**src/hdl/pep9Pkg.sv**
```systemverilog
// Shared types for the 8-bit Pep/9 subset core
// Non-unary specifiers are always treated as immediate, so aaa bits are ignored
// Unary specifiers carry a zero upper nibble
`default_nettype none

package pep9Pkg;

    typedef logic [7:0]  byteT;    // Register, operand and memory data
    typedef logic [15:0] addrT;    // PC and bus address
    typedef logic        regSelT;  // 0 = A, 1 = X

    typedef struct packed {
        logic n;
        logic z;
        logic v;
        logic c;
    } flagsT;

    typedef enum logic [3:0] {
        opLoad,
        opAdd,
        opSub,    // Also used by CPB
        opAnd,
        opOr,
        opNot,
        opNeg,
        opAsl,
        opAsr,
        opRol
    } aluOpT;

    typedef struct packed {
        aluOpT  op;
        regSelT regSel;
        logic   writeBack;
        logic   active;    // Clear for a no-op
    } decodedT;

    typedef enum logic [1:0] {stFetch, stDecode, stExecute, stStore} cpuStateT;

    // Upper specifier nibble of the non-unary groups
    localparam logic [3:0] nuAdd = 4'd6;
    localparam logic [3:0] nuSub = 4'd7;
    localparam logic [3:0] nuAnd = 4'd8;
    localparam logic [3:0] nuOr  = 4'd9;
    localparam logic [3:0] nuCpb = 4'd11;
    localparam logic [3:0] nuLdb = 4'd13;

    // Unary opcode in specifier bits 3..1
    localparam logic [2:0] unNot = 3'd3;
    localparam logic [2:0] unNeg = 3'd4;
    localparam logic [2:0] unAsl = 3'd5;
    localparam logic [2:0] unAsr = 3'd6;
    localparam logic [2:0] unRol = 3'd7;

endpackage

`default_nettype wire

```
**src/hdl/pep9Sequencer.sv**
```systemverilog
// Instruction cycle FSM: fetch, decode, execute, store
// All outputs are registered and low during reset
`timescale 1ns/10ps
`default_nettype none

module pep9Sequencer import pep9Pkg::*; (
    input  wire logic Sysclk,
    input  wire logic resetbar,
    input  wire logic fetchDone,
    output logic      fetchStart,
    output logic      decodeEn,
    output logic      executeEn,
    output logic      storeEn,
    output logic      retire
);

    cpuStateT state;
    logic     bootStart;    // First fetch after reset release

    always_ff @(posedge Sysclk)
    begin
        if (!resetbar)
        begin
            state      <= stFetch;
            bootStart  <= 1'b1;
            fetchStart <= 1'b0;
            decodeEn   <= 1'b0;
            executeEn  <= 1'b0;
            storeEn    <= 1'b0;
            retire     <= 1'b0;
        end
        else
        begin
            bootStart  <= 1'b0;
            fetchStart <= bootStart || (state == stStore);   // Cycle after retire
            decodeEn   <= 1'b0;
            executeEn  <= 1'b0;
            storeEn    <= 1'b0;
            retire     <= 1'b0;
            case (state)
                stFetch:
                    if (fetchDone)
                    begin
                        state    <= stDecode;
                        decodeEn <= 1'b1;
                    end
                stDecode:
                begin
                    state     <= stExecute;
                    executeEn <= 1'b1;
                end
                stExecute:
                begin
                    state   <= stStore;
                    storeEn <= 1'b1;
                    retire  <= 1'b1;
                end
                default: state <= stFetch;   // stStore
            endcase
        end
    end

endmodule

`default_nettype wire

```
**src/hdl/pep9Fetch.sv**
```systemverilog
// Fetch unit and four-phase bus master
// Reads the specifier, then one operand byte when the upper nibble is nonzero
// fetchDone pulses the cycle after memAck is seen low for the last byte
`timescale 1ns/10ps
`default_nettype none

module pep9Fetch import pep9Pkg::*; #(
    parameter addrT resetPc = 16'h0000
) (
    input  wire logic Sysclk,
    input  wire logic resetbar,
    input  wire logic fetchStart,
    output logic      memReq,
    output addrT      memAddr,
    input  wire logic memAck,
    input  byteT      memData,
    output byteT      specifier,
    output byteT      operand,
    output logic      fetchDone
);

    typedef enum logic [2:0] {fsIdle, fsSpecReq, fsSpecRel, fsOperReq, fsOperRel} fetchStateT;

    fetchStateT fState;
    addrT       pc;

    // PC only moves after memReq drops, so the address holds during a request
    assign memAddr = pc;

    always_ff @(posedge Sysclk)
    begin
        if (!resetbar)
        begin
            fState    <= fsIdle;
            pc        <= resetPc;
            memReq    <= 1'b0;
            fetchDone <= 1'b0;
        end
        else
        begin
            fetchDone <= 1'b0;
            case (fState)
                fsIdle:
                    if (fetchStart)
                    begin
                        memReq <= 1'b1;
                        fState <= fsSpecReq;
                    end
                fsSpecReq:
                    if (memAck)
                    begin
                        memReq <= 1'b0;
                        pc     <= pc + 16'd1;
                        fState <= fsSpecRel;
                    end
                fsSpecRel:
                    if (!memAck)
                    begin
                        if (specifier[7:4] != 4'd0)   // Non-unary needs the operand
                        begin
                            memReq <= 1'b1;
                            fState <= fsOperReq;
                        end
                        else
                        begin
                            fetchDone <= 1'b1;
                            fState    <= fsIdle;
                        end
                    end
                fsOperReq:
                    if (memAck)
                    begin
                        memReq <= 1'b0;
                        pc     <= pc + 16'd1;
                        fState <= fsOperRel;
                    end
                fsOperRel:
                    if (!memAck)
                    begin
                        fetchDone <= 1'b1;
                        fState    <= fsIdle;
                    end
                default: fState <= fsIdle;
            endcase
        end
    end

    // Captured on the first acked cycle
    always_ff @(posedge Sysclk)
    begin
        if (fState == fsSpecReq && memAck)
            specifier <= memData;
        if (fState == fsOperReq && memAck)
            operand <= memData;
    end

endmodule

`default_nettype wire

```
**src/hdl/pep9Decode.sv**
```systemverilog
// Opcode decoder, registers control word and both ALU operands on decodeEn
// Unknown specifiers decode to a no-op with active clear
`timescale 1ns/10ps
`default_nettype none

module pep9Decode import pep9Pkg::*; (
    input  wire logic Sysclk,
    input  wire logic resetbar,
    input  wire logic decodeEn,
    input  byteT      specifier,
    input  byteT      operand,
    output regSelT    regRdSel,
    input  byteT      regRdData,
    output decodedT   decoded,
    output byteT      opA,
    output byteT      opB
);

    logic    unary;
    decodedT ctrl;

    assign unary    = (specifier[7:4] == 4'd0);
    assign regRdSel = unary ? specifier[0] : specifier[3];

    always_comb
    begin
        ctrl.op        = opLoad;
        ctrl.regSel    = regRdSel;
        ctrl.writeBack = 1'b1;
        ctrl.active    = 1'b1;
        if (unary)
        begin
            case (specifier[3:1])
                unNot:   ctrl.op = opNot;
                unNeg:   ctrl.op = opNeg;
                unAsl:   ctrl.op = opAsl;
                unAsr:   ctrl.op = opAsr;
                unRol:   ctrl.op = opRol;
                default: ctrl.active = 1'b0;
            endcase
        end
        else
        begin
            case (specifier[7:4])
                nuAdd:   ctrl.op = opAdd;
                nuSub:   ctrl.op = opSub;
                nuAnd:   ctrl.op = opAnd;
                nuOr:    ctrl.op = opOr;
                nuLdb:   ctrl.op = opLoad;
                nuCpb:
                begin
                    ctrl.op        = opSub;
                    ctrl.writeBack = 1'b0;   // Flags only
                end
                default: ctrl.active = 1'b0;
            endcase
        end
        if (!ctrl.active)
            ctrl.writeBack = 1'b0;
    end

    always_ff @(posedge Sysclk)
    begin
        if (!resetbar)
            decoded <= '0;
        else if (decodeEn)
            decoded <= ctrl;
    end

    always_ff @(posedge Sysclk)
    begin
        if (decodeEn)
        begin
            opA <= regRdData;   // Register operand
            opB <= operand;     // Immediate byte
        end
    end

endmodule

`default_nettype wire

```
**src/hdl/pep9Alu.sv**
```systemverilog
// 8-bit ALU with result and NZVC registers
// Each operation updates only the flags it defines
// SUB and CPB use opA + ~opB + 1, C is the raw carry out
`timescale 1ns/10ps
`default_nettype none

module pep9Alu import pep9Pkg::*; (
    input  wire logic Sysclk,
    input  wire logic resetbar,
    input  wire logic executeEn,
    input  decodedT   decoded,
    input  byteT      opA,
    input  byteT      opB,
    output byteT      result,
    output flagsT     flags
);

    logic       subMode;
    byteT       addB;
    logic [8:0] sum;
    byteT       res;
    flagsT      nxtFlags;

    // Shared adder for ADD, SUB and CPB
    assign subMode = (decoded.op == opSub);
    assign addB    = subMode ? ~opB : opB;
    assign sum     = {1'b0, opA} + {1'b0, addB} + {8'd0, subMode};

    always_comb
    begin
        nxtFlags = flags;
        res      = result;
        case (decoded.op)
            opAdd, opSub:
            begin
                res        = sum[7:0];
                nxtFlags.v = (opA[7] == addB[7]) && (sum[7] != opA[7]);
                nxtFlags.c = sum[8];
            end
            opLoad: res = opB;
            opAnd:  res = opA & opB;
            opOr:   res = opA | opB;
            opNot:  res = ~opA;
            opNeg:
            begin
                res        = 8'd0 - opA;
                nxtFlags.v = (opA == 8'h80);   // -128 has no positive
            end
            opAsl:
            begin
                res        = {opA[6:0], 1'b0};
                nxtFlags.v = opA[7] ^ opA[6];   // Sign bit changes
                nxtFlags.c = opA[7];
            end
            opAsr:
            begin
                res        = {opA[7], opA[7:1]};
                nxtFlags.c = opA[0];
            end
            opRol:
            begin
                res        = {opA[6:0], flags.c};
                nxtFlags.c = opA[7];
            end
            default: res = result;
        endcase
        // ROL leaves N and Z alone
        if (decoded.op != opRol)
        begin
            nxtFlags.n = res[7];
            nxtFlags.z = (res == 8'd0);
        end
    end

    always_ff @(posedge Sysclk)
    begin
        if (!resetbar)
        begin
            result <= '0;
            flags  <= '0;
        end
        else if (executeEn && decoded.active)
        begin
            result <= res;
            flags  <= nxtFlags;
        end
    end

endmodule

`default_nettype wire

```
**src/hdl/pep9RegFile.sv**
```systemverilog
// Low bytes of A and X only
// Combinational read, write on the clock edge
`timescale 1ns/10ps
`default_nettype none

module pep9RegFile import pep9Pkg::*; (
    input  wire logic Sysclk,
    input  wire logic resetbar,
    input  regSelT    rdSel,
    output byteT      rdData,
    input  wire logic wrEn,
    input  regSelT    wrSel,
    input  byteT      wrData
);

    byteT aReg;
    byteT xReg;

    assign rdData = rdSel ? xReg : aReg;

    always_ff @(posedge Sysclk)
    begin
        if (!resetbar)
        begin
            aReg <= '0;
            xReg <= '0;
        end
        else if (wrEn)
        begin
            if (wrSel)
                xReg <= wrData;
            else
                aReg <= wrData;
        end
    end

endmodule

`default_nettype wire

```
**src/hdl/pep9Top.sv**
```systemverilog
// Pep/9 subset core, one instruction in flight
// Memory is reached over a four-phase req/ack bus and may stall without limit
// resetPc is the address of the first instruction
`timescale 1ns/10ps
`default_nettype none

module pep9Top import pep9Pkg::*; #(
    parameter addrT resetPc = 16'h0000
) (
    input  wire logic Sysclk,
    input  wire logic resetbar,
    output logic      memReq,
    output addrT      memAddr,
    input  wire logic memAck,
    input  byteT      memData,
    output byteT      result,
    output flagsT     flags,
    output logic      retire
);

    logic    fetchStart, fetchDone;
    logic    decodeEn, executeEn, storeEn;
    byteT    specifier, operand;
    regSelT  regRdSel;
    byteT    regRdData;
    decodedT decoded;
    byteT    opA, opB;

    pep9Sequencer uSequencer (.Sysclk, .resetbar, .fetchDone, .fetchStart,
                              .decodeEn, .executeEn, .storeEn, .retire);

    pep9Fetch #(.resetPc(resetPc)) uFetch (.Sysclk, .resetbar, .fetchStart,
                                           .memReq, .memAddr, .memAck, .memData,
                                           .specifier, .operand, .fetchDone);

    pep9Decode uDecode (.Sysclk, .resetbar, .decodeEn, .specifier, .operand,
                        .regRdSel, .regRdData, .decoded, .opA, .opB);

    pep9Alu uAlu (.Sysclk, .resetbar, .executeEn, .decoded, .opA, .opB,
                  .result, .flags);

    pep9RegFile uRegFile (.Sysclk, .resetbar, .rdSel(regRdSel), .rdData(regRdData),
                          .wrEn(storeEn && decoded.writeBack),
                          .wrSel(decoded.regSel), .wrData(result));

endmodule

`default_nettype wire

```
**config.mk**
```make
export PLATFORM = sky130hd
export DESIGN_NAME = pep9Top
export DESIGN_NICKNAME = d
export VERILOG_FILES = /design/src/hdl/pep9Pkg.sv /design/src/hdl/pep9Sequencer.sv /design/src/hdl/pep9Fetch.sv /design/src/hdl/pep9Decode.sv /design/src/hdl/pep9Alu.sv /design/src/hdl/pep9RegFile.sv /design/src/hdl/pep9Top.sv
export SDC_FILE = /design/constraint.sdc
export NUM_CORES = 1
export LEC_CHECK = 0
export ABC_AREA = 0
export BUFFER_PORTS_ARGS = -buffer_cell sky130_fd_sc_hd__buf_2
export CAP_MARGIN = 20
export CORE_AREA = 2 2 137 72
export DETAILED_ROUTE_END_ITERATION = 16
export DIE_AREA = 0 0 139 74
export GPL_ROUTABILITY_DRIVEN = 1
export HOLD_SLACK_MARGIN = 0.03
export PLACE_DENSITY = 0.77
export REMOVE_ABC_BUFFERS = 1
export SYNTH_ARGS = -nofsm -noshare
export SYNTH_HDL_FRONTEND = slang
export SYNTH_SLANG_ARGS = --single-unit
```
**constraint.sdc**
```tcl
create_clock -name Sysclk -period 3.4 [get_ports Sysclk]
set_clock_uncertainty 0.15 [all_clocks]
set_input_delay 0.68 -clock Sysclk [delete_from_list [all_inputs] [get_ports Sysclk]]
set_output_delay 0.68 -clock Sysclk [all_outputs]
set_load 0.02 [all_outputs]
```
== After elaboration in Yosys (flattened, before gate mapping) ==
Cells that the tools add are included.

* Add/subtract/negate cells: 4
* Eq/ne operators: 39
* Multiplexer cells: 37
* Bitwise operators: 6
* Reductions and logical operators: 30

{| class="wikitable"
|+ Operators by type and width
! kind !! count
|-
| $pmux 8 s9 || 1
|-
| $eq 4x3->1 const B || 6
|-
| $eq 4x4->1 const B || 6
|-
| $pmux 4 s5 || 1
|-
| $mux 1 || 18
|-
| $add 16x1->16 const B || 1
|-
| $mux 8 || 2
|-
| $not 8->8 || 2
|-
| $eq 3x3->1 const B || 5
|-
| $mux 3 || 5
|-
| $pmux 3 s5 || 1
|-
| $reduce_and 2->1 || 7
|-
| $pmux 3 s4 || 1
|-
| $ne 2x2->1 const B || 5
|-
| $reduce_and 5->1 || 2
|-
| $add 8x8->9 || 1
|-
| $add 9x1->9 || 1
|-
| $eq 3x2->1 const B || 3
|-
| $pmux 1 s3 || 3
|-
| $reduce_bool 3->1 || 3
|-
| $and 8x8->8 || 1
|-
| $eq 4x2->1 const B || 2
|-
| $eq 8x8->1 const B || 1
|-
| $logic_not 4->1 || 2
|-
| 25 further kinds || 36
|}

* Bits in registers: 95
* Input port bits: 11
* Output and inout bits: 30
* Word-level logic and storage cells: 141

== Depth between registers and ports, before layout ==
Gate-level depths: netlist of run 1.

* Depth after elaboration: 7
* Mapped depth: 12

== Modules after synthesis ==
A second synthesis of run 1 with hierarchy kept.

* Cells, all modules: 574
* Area, all modules: 5346.4 um^2

{| class="wikitable"
|+ By module, submodules not included
! module !! times used !! cells an instance !! area each (um^2)
|-
| pep9Alu || 1 || 271 || 1923.1
|-
| pep9Fetch || 1 || 134 || 1466.4
|-
| pep9Decode || 1 || 67 || 942.2
|-
| pep9RegFile || 1 || 73 || 728.2
|-
| pep9Sequencer || 1 || 28 || 280.3
|-
| pep9Top || 1 || 1 || 6.3
|}

== Least setup slack after synthesis of run 1 ==
OpenSTA, ideal clock, no wires.

* Path kind: flip-flop to flip-flop
* Start point: reg uDecode.decoded[4] (netlist name)
* End point: reg uAlu.flags[1] (netlist name)
* Arrival: 2837 ps
* Data required time: 3176 ps
* Setup slack: 339 ps
* Stages on the path, launching flop included: 12
* Path buffers: 1
* Clock period less this slack: 3061 ps
* Path through: dfxtp_1 > nor4b_2 > buf_4 > xor2_1 > ha_1 > and3b_1 > a2111oi_4 > nand2_2 > a31oi_1 > xnor2_1 > or3_1 > a31oi_1

* Cells in the longest elaborated chain, start to end: 7

{| class="wikitable"
|+ Ends and longest elaborated chain
! item !! RTL line !! source
|-
| $eq 4x2->1 || pep9Alu.sv:25, pep9Alu.sv:33 ||
|-
| $mux 8 || pep9Alu.sv:26 || <nowiki>assign addB = subMode ? ~opB : opB;</nowiki>
|-
| $add 8x8->9 || pep9Alu.sv:27 || <nowiki>assign sum = {1'b0, opA} + {1'b0, addB} + {8'd0, subMode};</nowiki>
|-
| $add 9x1->9 || pep9Alu.sv:27 ||
|-
| $ne 1x1->1 || pep9Alu.sv:37 || <nowiki>nxtFlags.v = (opA[7] == addB[7]) && (sum[7] != opA[7]);</nowiki>
|-
| $logic_and 1x1->1 || pep9Alu.sv:37 ||
|-
| $pmux 1 s3 || pep9Alu.sv:33 || <nowiki>case (decoded.op)</nowiki>
|}

Parallel ways exist; a longest one is shown, timed or not.
A chain may end at the register's enable or synchronous reset.

== Worst setup path after layout of run 1 ==
* Start point: reg uDecode.decoded[6] (netlist name)
* End point: reg uAlu.flags[2] (netlist name)

* Cells in the longest elaborated chain, start to end: 6

{| class="wikitable"
|+ Ends and longest elaborated chain
! item !! RTL line !! source
|-
| $eq 4x2->1 || pep9Alu.sv:25, pep9Alu.sv:33 ||
|-
| $mux 8 || pep9Alu.sv:26 ||
|-
| $add 8x8->9 || pep9Alu.sv:27 ||
|-
| $add 9x1->9 || pep9Alu.sv:27 ||
|-
| $pmux 8 s9 || pep9Alu.sv:33 ||
|-
| $logic_not 8->1 || pep9Alu.sv:71 || <nowiki>nxtFlags.z = (res == 8'd0);</nowiki>
|}

Parallel ways exist; a longest one is shown, timed or not.

==> summary.txt, run 1 <==
Routing
  • Wirelength per Cell: 17.9 um
  • Remaining DRCs: 0
  • First-pass DRT Iterations: 5
  • Total number of vias: 4,388
  • Antenna Nets Post-Route: 0
  • Final WL: 12,700 um
  • Via/cell ratio: approximately 6
  • DRT iter0 DRCs: approximately 540

Layout
  • Final nets: 614
  • Layout cells sized above 1: 16.1%
  • Area Growth Syn to Fin: 11.1%
  • Diode count: 0

GRT
  • Global Route Usage Sum: 25.7%
  • Vias in the first global route: between 3,000 and 4,000
  • Largest net degree at the start of global routing: 35
  • Initial antenna violation count: 0
  • GR Overflow Total: 0
  • First-pass GRT wire length: slightly above 20,000 um

Setup path
  • Max FO, Critical Path: 6
  • Critical Path AT: 3270 ps
  • CP Launch Type: register
  • Setup Crit Path Kind: reg2reg
  • Crit-path slowest cell: a2111oi_4
  • Crit path required time: 3480 ps
  • Critical Path End Type: register
  • Max stage delay on crit path: 450 ps
  • Crit path cell chain: nor4b_2 > buf_4 > xor2_1 > ha_1 > and3b_1 > a2111oi_4 > nand2_2 > mux2_2 > a21oi_2 > o21bai_1 > o31ai_2

Floorplan
  • Ports: roughly 40
  • Rows: 25
  • Die area: around 10,000 um2
  • Core box area: 9130 um2
  • Floorplan die width: 139 um
  • Initial Utilization: between 50% and 60%
  • Die height: 74 um

STA
  • Fin. max-slew vios: 0
  • Hold slack: 271 ps
  • Worst-Margin Slew: 612 ps
  • Final Cycle Share: 93.7%
  • Final setup margin: around 220 ps
  • # setup viols final: 0
  • RSZ-0062 raised after global routing: false
  • Fmax: 314 MHz
  • Final hold vios: 0
  • Relative slew slack: 59.1%
  • Fin crit period: 3180 ps

Run
  • Max-capacitance violation count: 0

Yosys
  • Library cells used by synthesis: approximately 80
  • Post-Syn Area: 5190 um2
  • Ys Warns: 0
  • Synth Register Bits: 95
  • Post-synth EDFFs: 32
  • Synth top area share: 24.3%
  • Sequential area share after synthesis: 42.8%
  • Area leader, netlist: dfxtp_1
  • Post-Synthesis Cells: 556
  • Syn_area_per_cell: 9.34 um2
  • Dominant synthesized flop cell: dfxtp_1
  • Async S/R FF share, synth: 0%
  • Most common cell in the netlist: nor2_1
  • Synth top cells by count: 65 x nor2_1, 63 x dfxtp_1, 36 x a21oi_1, 36 x nand2_1
  • Ranking of synthesized cells by area: dfxtp_1 24%, edfxtp_1 19%, nor2_1 4.7%

Place
  • Post-DP HPWL: 9370 um
  • DP Worst Slack: about 150 ps
  • Port bufs: 40
  • Routability cong.: 1.00

Clock tree
  • Root Buffer: clkbuf_16
  • CTS H-Tree Depth: 3
  • Setup Buffers After CTS: 0
  • Cts bufs inserted: 9
  • CTS tree: built
  • Clock Tree Buf Depth: 2
  • CTS resizes: 0
  • CTS clk-pin slew, worst paths: 70 ps
  • Hold-fix buffers, CTS: 0
  • Clock sink count: between 90 and 100
  • Later-pin clock latency in the skew report: 340 ps

Pwr
  • P_int: 1.77 mW
  • Pleak: 2.27 nW
  • Pwr per Cell Area: 386 nW/um2
  • Max IR drop VDD: between 0.2 and 0.3 mV
  • Clock power share: 44.0%
  • Comb pwr share: 2.6%
  • Sw power: 0.460 mW
  • Flop pwr share: 53.4%
  • Sw frac: 20.7%
  • PnR Total Power: 2.23 mW

Min path
  • HP Class: reg2reg

Status
  • Run status: completed
==> state kept, by name, indices dropped and copies added, names as in the netlist, 3 cells and up <==
register,flops
uRegFile.xReg,8
uDecode.decoded,7
uFetch.operand,8
uFetch.fState,3
uAlu.result,8
uRegFile.aReg,8
uFetch.specifier,8
uAlu.flags,4
uDecode.opB,8
uDecode.opA,8
uFetch.memAddr,16
==> layer usage <==
layer	vias to the layer above	track usage (%)	share of wire [%]	routed length, um
li1	2093	-	-	-
met1	2065	38.3	50	6300
met2	211	37.2	41	5160
met3	19	6.57	8.8	1120
met4	0	7.52	1.0	131
met5	-	0	0	0
==> final cells by class <==
type | instances | area [um2]
fill | 753 | 3370
tap | 121 | 151
multi-input combinational | 407 | 2730
sequential | 95 | 2220
inverter | 19 | 71.3
clock inverter | 6 | 60.1
clock buffer | 10 | 229
timing repair buffer | 54 | 305
==> power groups by stage <==
stage	clock network [mW]	logic, mW	registers, mW
final	0.979	0.0583	1.19
after global routing	1.04	0.0648	1.19
after CTS	0.999	0.0577	1.19
after detailed placement	0	0.0571	1.21
after global placement	0	0.0555	1.21
after floorplan	0	0.0307	1.21
==> worst max-delay path: cells and delay by family, from the launching register on <==
kind | cells | cell delay (ps)
AO/OA/AOI/OAI | 4 | 850
XOR/XNOR | 1 | 180
adder cells (fa/ha/maj) | 1 | 330
buffers and inverters | 1 | 180
flip-flops | 1 | 330
multiplexers | 1 | 330
AND/OR/NAND/NOR | 3 | 730
==> final timing paths <==
kind	start	end	slack [ps]	cells after the start
min reg2reg	uFetch.operand[6]	uDecode.opB[6]	270	0
max	uDecode.decoded[6]	uAlu.flags[2]	220	11
max reg2reg	uDecode.decoded[6]	uAlu.flags[2]	220	11
min	uFetch.operand[6]	uDecode.opB[6]	270	0
==> per-stage QoR <==
stage	util [%]	instances	TNS [ps]	instance area, um2
global placement	59.9	695	0	5470
global route	63.1	712	0	5770
floorplan	-	521	-3310	5020
finish	63.1	712	0	5770
detailed placement	59.9	695	0	5470
CTS	63.0	711	0	5760
==> logic make-up after synthesis <==
family | count (synthesis) | share of synthesized area [%]
multiplexers | 32 | 6.39
XOR/XNOR | 30 | 5.06
AO/OA/AOI/OAI | 140 | 18.2
adder cells (fa/ha/maj) | 18 | 4.43
buffers and inverters | 54 | 4.68
flip-flops | 95 | 42.8
AND/OR/NAND/NOR | 187 | 18.4
==> cells in the final DEF (no fill, tap or decap), drive strengths merged, types with 14 or more instances in the layout <==
master	Yosys	layout
a21oi	37	37
buf	16	54
dfxtp	63	63
edfxtp	32	32
ha	16	16
inv	19	20
mux2i	23	23
nand2	37	37
nor2	66	66
nor3	18	18
o21ai	34	34
xnor2	14	14
xor2	16	16
Power figures use the tool's default switching activity.
==> inputs of run 2 (changes only) <==
--- a/config.mk
+++ b/config.mk
@@ -12,6 +12,7 @@
 export DETAILED_ROUTE_END_ITERATION = 16
 export DIE_AREA = 0 0 139 74
 export GPL_ROUTABILITY_DRIVEN = 1
+export GPL_TIMING_DRIVEN = 0
 export HOLD_SLACK_MARGIN = 0.03
 export PLACE_DENSITY = 0.77
 export REMOVE_ABC_BUFFERS = 1
==> run 2 against run 1 <==
- combinational power up 3.8%
- worst hold slack barely moved
- routed wire length is 4.4% higher
- via count grew 0.30%
- sequential share of layout area fell by 0.15 points
- core utilization is 0.67 points higher
- global-route usage decreased by 0.37 points
- non-clock buffer count decreased by 3
- first-iteration DRC count rose by 6.1%
- worst setup slack got worse by 11 ps
- critical endpoint is now uAlu.flags[1]
==> summary.txt, run 2 (synthesis results as in run 1) <==
Status
  • Run status: completed (unchanged)

Setup path
  • CP Launch Type: register (unchanged)
  • Critical path buffer and inverter count: 1 (unchanged)
  • Setup Crit Path Kind: reg2reg (unchanged)
  • CP Launch Point: uDecode.decoded[6] (unchanged)
  • Largest delay share family, worst path: simple AND/OR/NAND/NOR gates (was compound AO/OA/AOI/OAI gates)
  • Max FO, Critical Path: 16 (was 6)
  • Critical Path End Type: register (unchanged)
  • Critical Path AT: 3320 ps (was 3270 ps)
  • Crit path cell chain: nor4b_4 > buf_6 > xor2_1 > ha_2 > and3b_1 > a2111oi_4 > nand2_2 > a31oi_2 > xnor2_1 > or3_1 > a31oi_1 (was nor4b_2 > buf_4 > xor2_1 > ha_1 > and3b_1 > a2111oi_4 > nand2_2 > mux2_2 > a21oi_2 > o21bai_1 > o31ai_2)
  • Crit-path slowest cell: dfxtp_4 (was a2111oi_4)
  • Crit path required time: 3520 ps (was 3480 ps)
  • Max stage delay on crit path: 420 ps (was 450 ps)
  • Reg2reg start: uDecode.decoded[6] (unchanged)

Routing
  • Remaining DRCs: 0 (unchanged)
  • Wirelength per Cell: 18.7 um (was 17.9 um)
  • Antenna Nets Post-Route: 0 (unchanged)
  • DRT iter0 DRCs: 577 (was 544)
  • Final WL: 13,300 um (was 12,700 um)
  • Total number of vias: 4,401 (was 4,388)
  • Via/cell ratio: 6.21 (was 6.16)
  • First-pass DRT Iterations: 5 (unchanged)

STA
  • Fmax: 313 MHz (was 314 MHz)
  • Fin. max-slew vios: 0 (unchanged)
  • Hold slack: 271 ps (about the same)
  • Final Cycle Share: 94.0% (was 93.7%)
  • Final hold vios: 0 (unchanged)
  • # setup viols final: 0 (unchanged)
  • Relative slew slack: 23.2% (was 59.1%)
  • Fin crit period: 3200 ps (was 3180 ps)
  • Worst-Margin Slew: 1140 ps (was 612 ps)
  • RSZ-0062 raised after global routing: false (unchanged)
  • Setup TNS: 0 ps (unchanged)

Min path
  • Min-delay src: uFetch.operand[2] (was uFetch.operand[6])
  • HP Class: reg2reg (unchanged)

Clock tree
  • CTS H-Tree Depth: 3 (unchanged)
  • CTS tree: built (unchanged)
  • Clock Tree Buf Depth: 2 (unchanged)
  • Cts bufs inserted: 9 (unchanged)
  • CTS clk-pin slew, worst paths: 70 ps (about the same)
  • Later-pin clock latency in the skew report: 340 ps (about the same)
  • Root Buffer: clkbuf_16 (unchanged)
  • Clock sink count: 95 (unchanged)

Pwr
  • Pwr per Cell Area: 377 nW/um2 (was 386 nW/um2)
  • Pleak: 2.26 nW (was 2.27 nW)
  • Max IR drop VDD: 0.260 mV (was 0.288 mV)

Place
  • Area post-placement: 5410 um2 (was 5470 um2)
  • Post-DP HPWL: 9200 um (was 9370 um)
  • Dpl cells: 684 (was 695)
  • Routability cong.: 0.951 (was 1.00)
  • Port bufs: 40 (unchanged)

GRT
  • GR Overflow Total: 0 (unchanged)
  • Vias in the first global route: 3,971 (was 3,984)
  • First-pass GRT wire length: 20,500 um (was 20,700 um)
  • Initial antenna violation count: 0 (unchanged)
  • GR peak layer: met2 (was met1)
  • Met2 Usage GRT: 37.3% (was 37.2%)
  • GR met3 Demand/Resource: 8.44% (was 6.57%)
  • Largest net degree at the start of global routing: 34 (was 35)
  • Global Route Usage Sum: 25.3% (was 25.7%)
  • Met1 Resource Use GR: 36.8% (was 38.3%)

Layout
  • Finished Cell Area: 5830 um2 (was 5770 um2)
  • Diode count: 0 (unchanged)
  • Max reg flops: 16 (unchanged)
  • Area Growth Syn to Fin: 12.2% (was 11.1%)
  • Most common cell after layout, fill and taps aside: nor2_1 (unchanged)
  • Most frequent cells in the layout: 65 x nor2_1, 59 x dfxtp_1, 41 x buf_2, 36 x nand2_1, 36 x a21oi_1 (was 65 x nor2_1, 63 x dfxtp_1, 40 x buf_2, 36 x nand2_1, 36 x a21oi_1)
  • Final cell count without fillers: 709 (was 712)
  • Final nets: 611 (was 614)
  • Layout cells sized above 1: 17.2% (was 16.1%)

Floorplan
  • Die area: 10,300 um2 (unchanged)
  • Core box area: 9130 um2 (unchanged)
  • Rows: 25 (unchanged)
  • Ports: 41 (unchanged)
  • Die height: 74 um (unchanged)
  • Floorplan die width: 139 um (unchanged)
  • Initial Utilization: 56.8% (unchanged)

Run
  • Max-capacitance violation count: 0 (unchanged)
[run 2: changes by cell type in the layout (fill, tap and decap cells not counted), sizes merged]
cell,delta
bufinv,-1
buf,-4
clkinv,-3
inv,+2
clkinvlp,+3
[run 2: path summary, 6_finish.rpt]
kind	endpoint	slack, ps	depth (start not counted)
hold reg to reg	uDecode.opB[2]	270	0
setup reg to reg	uAlu.flags[1]	200	11
setup / recovery	uAlu.flags[1]	200	11
hold / removal	uDecode.opB[2]	270	0
[run 2: area by class of cell]
cell class | count | area [um2]
fill | 747 | 3310
multi-input combinational | 407 | 2750
sequential | 95 | 2240
timing repair buffer | 51 | 334
clock buffer | 9 | 225
tap | 121 | 151
inverter | 19 | 71.3
clock inverter | 7 | 56.3
[run 2: layer usage]
| metal | part of all wire [%] | vias up |
|---|---|---|
| met4 | 0.75 | 0 |
| met1 | 47 | 2057 |
| met2 | 42 | 234 |
| met3 | 11 | 15 |
| met5 | 0 | - |
| li1 | - | 2095 |
[run 2: worst reg2reg max path, cell delays in order, from the launching register on]
cell	delay (ps)
dfxtp_4	420
nor4b_4	310
buf_6	190
xor2_1	170
ha_2	330
and3b_1	240
a2111oi_4	400
nand2_2	140
a31oi_2	230
xnor2_1	80
or3_1	330
a31oi_1	160
[run 2: what timing repair did]
item / in CTS / in global routing
endpoints found under the setup margin: 11 / 3
hold buffers: 0 / 0
endpoints found under the hold margin: 0 / 0
gates resized for setup: 6 / 7
buffers inserted: 1 / 5
pin swaps: 1 / 2
[run 2: stage by stage]
step | total power [mW] | setup WS [ps] | util [%]
floorplan | 1.25 | -556 | -
global placement | 1.27 | -1240 | 58.8
detailed placement | 1.27 | -930 | 59.2
CTS | 2.22 | 5.83 | 62.5
global route | 2.27 | 17.5 | 63.8
finish | 2.20 | 204 | 63.8
[run 2: power breakdown]
part | switching (mW) | leakage (nW) | internal, mW
clock | 0.445 | 0.127 | 0.504
sequential | 0.0106 | 0.802 | 1.18
combinational | 0.0378 | 1.33 | 0.0227
total | 0.493 | 2.26 | 1.70
==> inputs of run 3 (changes only) <==
--- a/config.mk
+++ b/config.mk
@@ -8,9 +8,9 @@
 export ABC_AREA = 0
 export BUFFER_PORTS_ARGS = -buffer_cell sky130_fd_sc_hd__buf_2
 export CAP_MARGIN = 20
-export CORE_AREA = 2 2 137 72
+export CORE_AREA = 2 2 139 73
 export DETAILED_ROUTE_END_ITERATION = 16
-export DIE_AREA = 0 0 139 74
+export DIE_AREA = 0 0 141 75
 export GPL_ROUTABILITY_DRIVEN = 1
 export GPL_TIMING_DRIVEN = 0
 export HOLD_SLACK_MARGIN = 0.03
@@ -18,4 +18,5 @@
 export REMOVE_ABC_BUFFERS = 1
 export SYNTH_ARGS = -nofsm -noshare
 export SYNTH_HDL_FRONTEND = slang
+export SYNTH_HIERARCHICAL = 1
 export SYNTH_SLANG_ARGS = --single-unit
==> run 3 against run 2 <==
- largest cell class unchanged
- cell count increased by 3.4%
- synthesized area grew 3.0%
- via count grew 1.6%
- synthesized cell count grew 3.2%
==> summary.txt, run 3 <==
Setup path
  • Critical path buffer and inverter count: 0 (was 1)
  • Max stage delay on crit path: 480 ps (was 420 ps)
  • Critical Path AT: 3450 ps (was 3320 ps)
  • Setup Crit Path Kind: reg2reg (unchanged)
  • Worst reg2reg endpoint: uAlu/flags[2] (was uAlu.flags[1])
  • Crit path cell chain: nor4b_4 > xor2_1 > ha_1 > and4_1 > a211o_1 > a221o_1 > mux2i_1 > nand4_1 > a2111o_1 > o21ai_2 (was nor4b_4 > buf_6 > xor2_1 > ha_2 > and3b_1 > a2111oi_4 > nand2_2 > a31oi_2 > xnor2_1 > or3_1 > a31oi_1)
  • Critical Path End Type: register (unchanged)
  • CP Launch Type: register (unchanged)
  • R2R depth: 10 (was 11)
  • R2r setup slk: 90 ps (was 200 ps)
  • Largest delay share family, worst path: compound AO/OA/AOI/OAI gates (was simple AND/OR/NAND/NOR gates)
  • Crit path required time: 3530 ps (was 3520 ps)
  • Crit-path slowest cell: a2111o_1 (was dfxtp_4)
  • Max FO, Critical Path: 14 (was 16)
  • Reg2reg start: uDecode/decoded[6] (was uDecode.decoded[6])

Routing
  • Final WL: 12,200 um (was 13,300 um)
  • Remaining DRCs: 0 (unchanged)
  • DRT iter0 DRCs: 490 (was 577)
  • First-pass DRT Iterations: 5 (unchanged)
  • Total number of vias: 4,471 (was 4,401)
  • Wirelength per Cell: 16.6 um (was 18.7 um)
  • Via/cell ratio: 6.10 (was 6.21)
  • Antenna Nets Post-Route: 0 (unchanged)

Status
  • Run status: completed (unchanged)

Layout
  • Most frequent cells in the layout: 72 x nand2_1, 59 x dfxtp_1, 50 x nor2_1, 40 x buf_2, 32 x edfxtp_1 (was 65 x nor2_1, 59 x dfxtp_1, 41 x buf_2, 36 x nand2_1, 36 x a21oi_1)
  • Final nets: 636 (was 611)
  • Final core utilization: 64.0% (was 63.8%)
  • Layout cells sized above 1: 17.5% (was 17.2%)
  • Most common cell after layout, fill and taps aside: nand2_1 (was nor2_1)
  • Fill cell count: 756 (was 747)
  • Finished Cell Area: 5950 um2 (was 5830 um2)
  • Area Growth Syn to Fin: 11.2% (was 12.2%)
  • Diode count: 0 (unchanged)
  • Max reg flops: 16 (unchanged)

Clock tree
  • Later-pin clock latency in the skew report: 350 ps (was 340 ps)
  • CTS clk-pin slew, worst paths: 70 ps (about the same)
  • CTS H-Tree Depth: 3 (unchanged)
  • Clock sink count: 95 (unchanged)
  • Root Buffer: clkbuf_16 (unchanged)
  • Clock Tree Buf Depth: 2 (unchanged)
  • CTS tree: built (unchanged)
  • Cts bufs inserted: 9 (unchanged)

STA
  • Fin. max-slew vios: 0 (unchanged)
  • # setup viols final: 0 (unchanged)
  • Relative slew slack: 31.6% (was 23.2%)
  • Final hold vios: 0 (unchanged)
  • Setup TNS: 0 ps (unchanged)
  • Fin crit period: 3310 ps (was 3200 ps)
  • Worst-Margin Slew: 1020 ps (was 1140 ps)
  • Final setup margin: 86.7 ps (was 204 ps)
  • Final Cycle Share: 97.5% (was 94.0%)
  • Fmax: 302 MHz (was 313 MHz)

Place
  • DP Worst Slack: -771 ps (was -930 ps)
  • Post-DP HPWL: 8170 um (was 9200 um)
  • Area post-placement: 5490 um2 (was 5410 um2)
  • Routability cong.: 0.895 (was 0.951)
  • Port bufs: 40 (unchanged)

Min path
  • HP Class: reg2reg (unchanged)
  • Min-delay src: uFetch/operand[0] (was uFetch.operand[2])
  • Min-Delay Endpoint: uDecode/opB[0] (was uDecode.opB[2])
  • Hold path cells: 0 (unchanged)

Yosys
  • Ranking of synthesized cells by area: dfxtp_1 24%, edfxtp_1 18%, nand2_1 5.1% (was dfxtp_1 24%, edfxtp_1 19%, nor2_1 4.7%)
  • Post-Synthesis Cells: 574 (was 556)
  • Area leader, netlist: dfxtp_1 (unchanged)
  • Post-synth EDFFs: 32 (unchanged)
  • Synth top area share: 23.6% (was 24.3%)
  • Synth top cells by count: 72 x nand2_1, 63 x dfxtp_1, 50 x nor2_1, 32 x edfxtp_1, 24 x a21oi_1 (was 65 x nor2_1, 63 x dfxtp_1, 36 x a21oi_1, 36 x nand2_1)
  • Synth Register Bits: 95 (unchanged)
  • Most common cell in the netlist: nand2_1 (was nor2_1)
  • Library cells used by synthesis: 84 (was 79)
  • Ys Warns: 6 (was 0)
  • Post-Syn Area: 5350 um2 (was 5190 um2)
  • Async S/R FF share, synth: 0% (unchanged)
  • Dominant synthesized flop cell: dfxtp_1 (unchanged)
  • Sequential area share after synthesis: 41.6% (was 42.8%)
  • Syn_area_per_cell: 9.31 um2 (was 9.34 um2)

GRT
  • Initial antenna violation count: 0 (unchanged)
  • Vias in the first global route: 3,984 (was 3,971)
  • Global Route Usage Sum: 23.4% (was 25.3%)
  • GR Overflow Total: 0 (unchanged)
  • GR peak layer: met2 (unchanged)
  • First-pass GRT wire length: 19,400 um (was 20,500 um)
  • GR met3 Demand/Resource: 6.68% (was 8.44%)
  • Met2 Usage GRT: 39.3% (was 37.3%)
  • Largest net degree at the start of global routing: 56 (was 34)
  • Met1 Resource Use GR: 30.0% (was 36.8%)

Pwr
  • Max IR drop VDD: 0.259 mV (was 0.260 mV)
  • PnR Total Power: 2.23 mW (was 2.20 mW)
  • Pwr per Cell Area: 375 nW/um2 (was 377 nW/um2)
  • Pleak: 2.25 nW (was 2.26 nW)

Floorplan
  • Core box area: 9290 um2 (was 9130 um2)
  • Die area: 10,600 um2 (was 10,300 um2)
  • Initial Utilization: 57.5% (was 56.8%)
  • Floorplan die width: 141 um (was 139 um)
  • Rows: 25 (unchanged)
  • Die height: 75 um (was 74 um)
  • Ports: 41 (unchanged)

Run
  • Max-capacitance violation count: 0 (unchanged)
-- run 3: cell types whose count changed in the layout (fill, tap and decap cells not counted), moves of 4 or more --
cell,before,now
nor2_1,65,50
o21ai_0,32,19
a21oi_1,36,23
a21boi_0,0,8
a211oi_1,10,1
nand2_1,36,72
nor3_1,17,13
or3_1,9,1
buf_4,5,19
nand3_1,7,16
-- run 3: cell families after synthesis --
family          Yosys count  share of synthesized area (%)
fa+ha+maj                18                           4.35
simple gates            215                           20.9
flops                    95                           41.6
buf+inv                  59                           5.48
compound gates          122                           15.9
xor+xnor                 32                           5.24
mux                      33                           6.51
-- run 3: layer usage --
| layer | share of wire [%] | vias up |
|---|---|---|
| met4 | 2.3 | 0 |
| met1 | 44 | 2099 |
| met2 | 46 | 197 |
| met5 | 0 | - |
| li1 | - | 2145 |
| met3 | 7.8 | 30 |
-- run 3: cell type report --
type	instances	area [um2]	share of cell area, %
multi-input cells	420	2840	47.7
flip-flops and latches	95	2240	37.6
repair buffers	59	343	5.76
clock buffers	9	225	3.79
well taps	121	151	2.55
inverters	22	82.6	1.39
clock inverters	7	72.6	1.22
-- run 3: worst max path at each step --
| stage | end | start | cells after the start |
|---|---|---|---|
| after CTS | uAlu/flags[2] | uDecode/decoded[6] | 10 |
| after detailed placement | uAlu/flags[2] | uDecode/decoded[4] | 10 |
| final | uAlu/flags[2] | uDecode/decoded[6] | 10 |
| after floorplan | uAlu/flags[2] | uDecode/decoded[4] | 10 |
| after global placement | uAlu/flags[2] | uDecode/decoded[4] | 10 |
| after global routing | uAlu/flags[2] | uDecode/decoded[6] | 10 |
-- run 3: per-stage QoR --
step	hold slack [ps]	cells
3_3_place_gp	251	698
5_1_grt	286	733
4_1_cts	278	717
3_5_place_dp	262	698
2_1_floorplan	250	537
6_report	276	733
-- run 3: what timing repair did --
item / in CTS / in global routing
hold buffers: 0 / 0
setup endpoints to repair: 11 / 3
gates resized for setup: 8 / 1
pin swaps: 2 / 6
setup buffers: 3 / 16
-- run 3: where the power goes --
part	leakage (nW)	switching, mW	internal, mW
registers	0.784	0.0106	1.17
logic	1.32	0.0380	0.0223
clock network	0.143	0.467	0.519
total	2.25	0.516	1.72
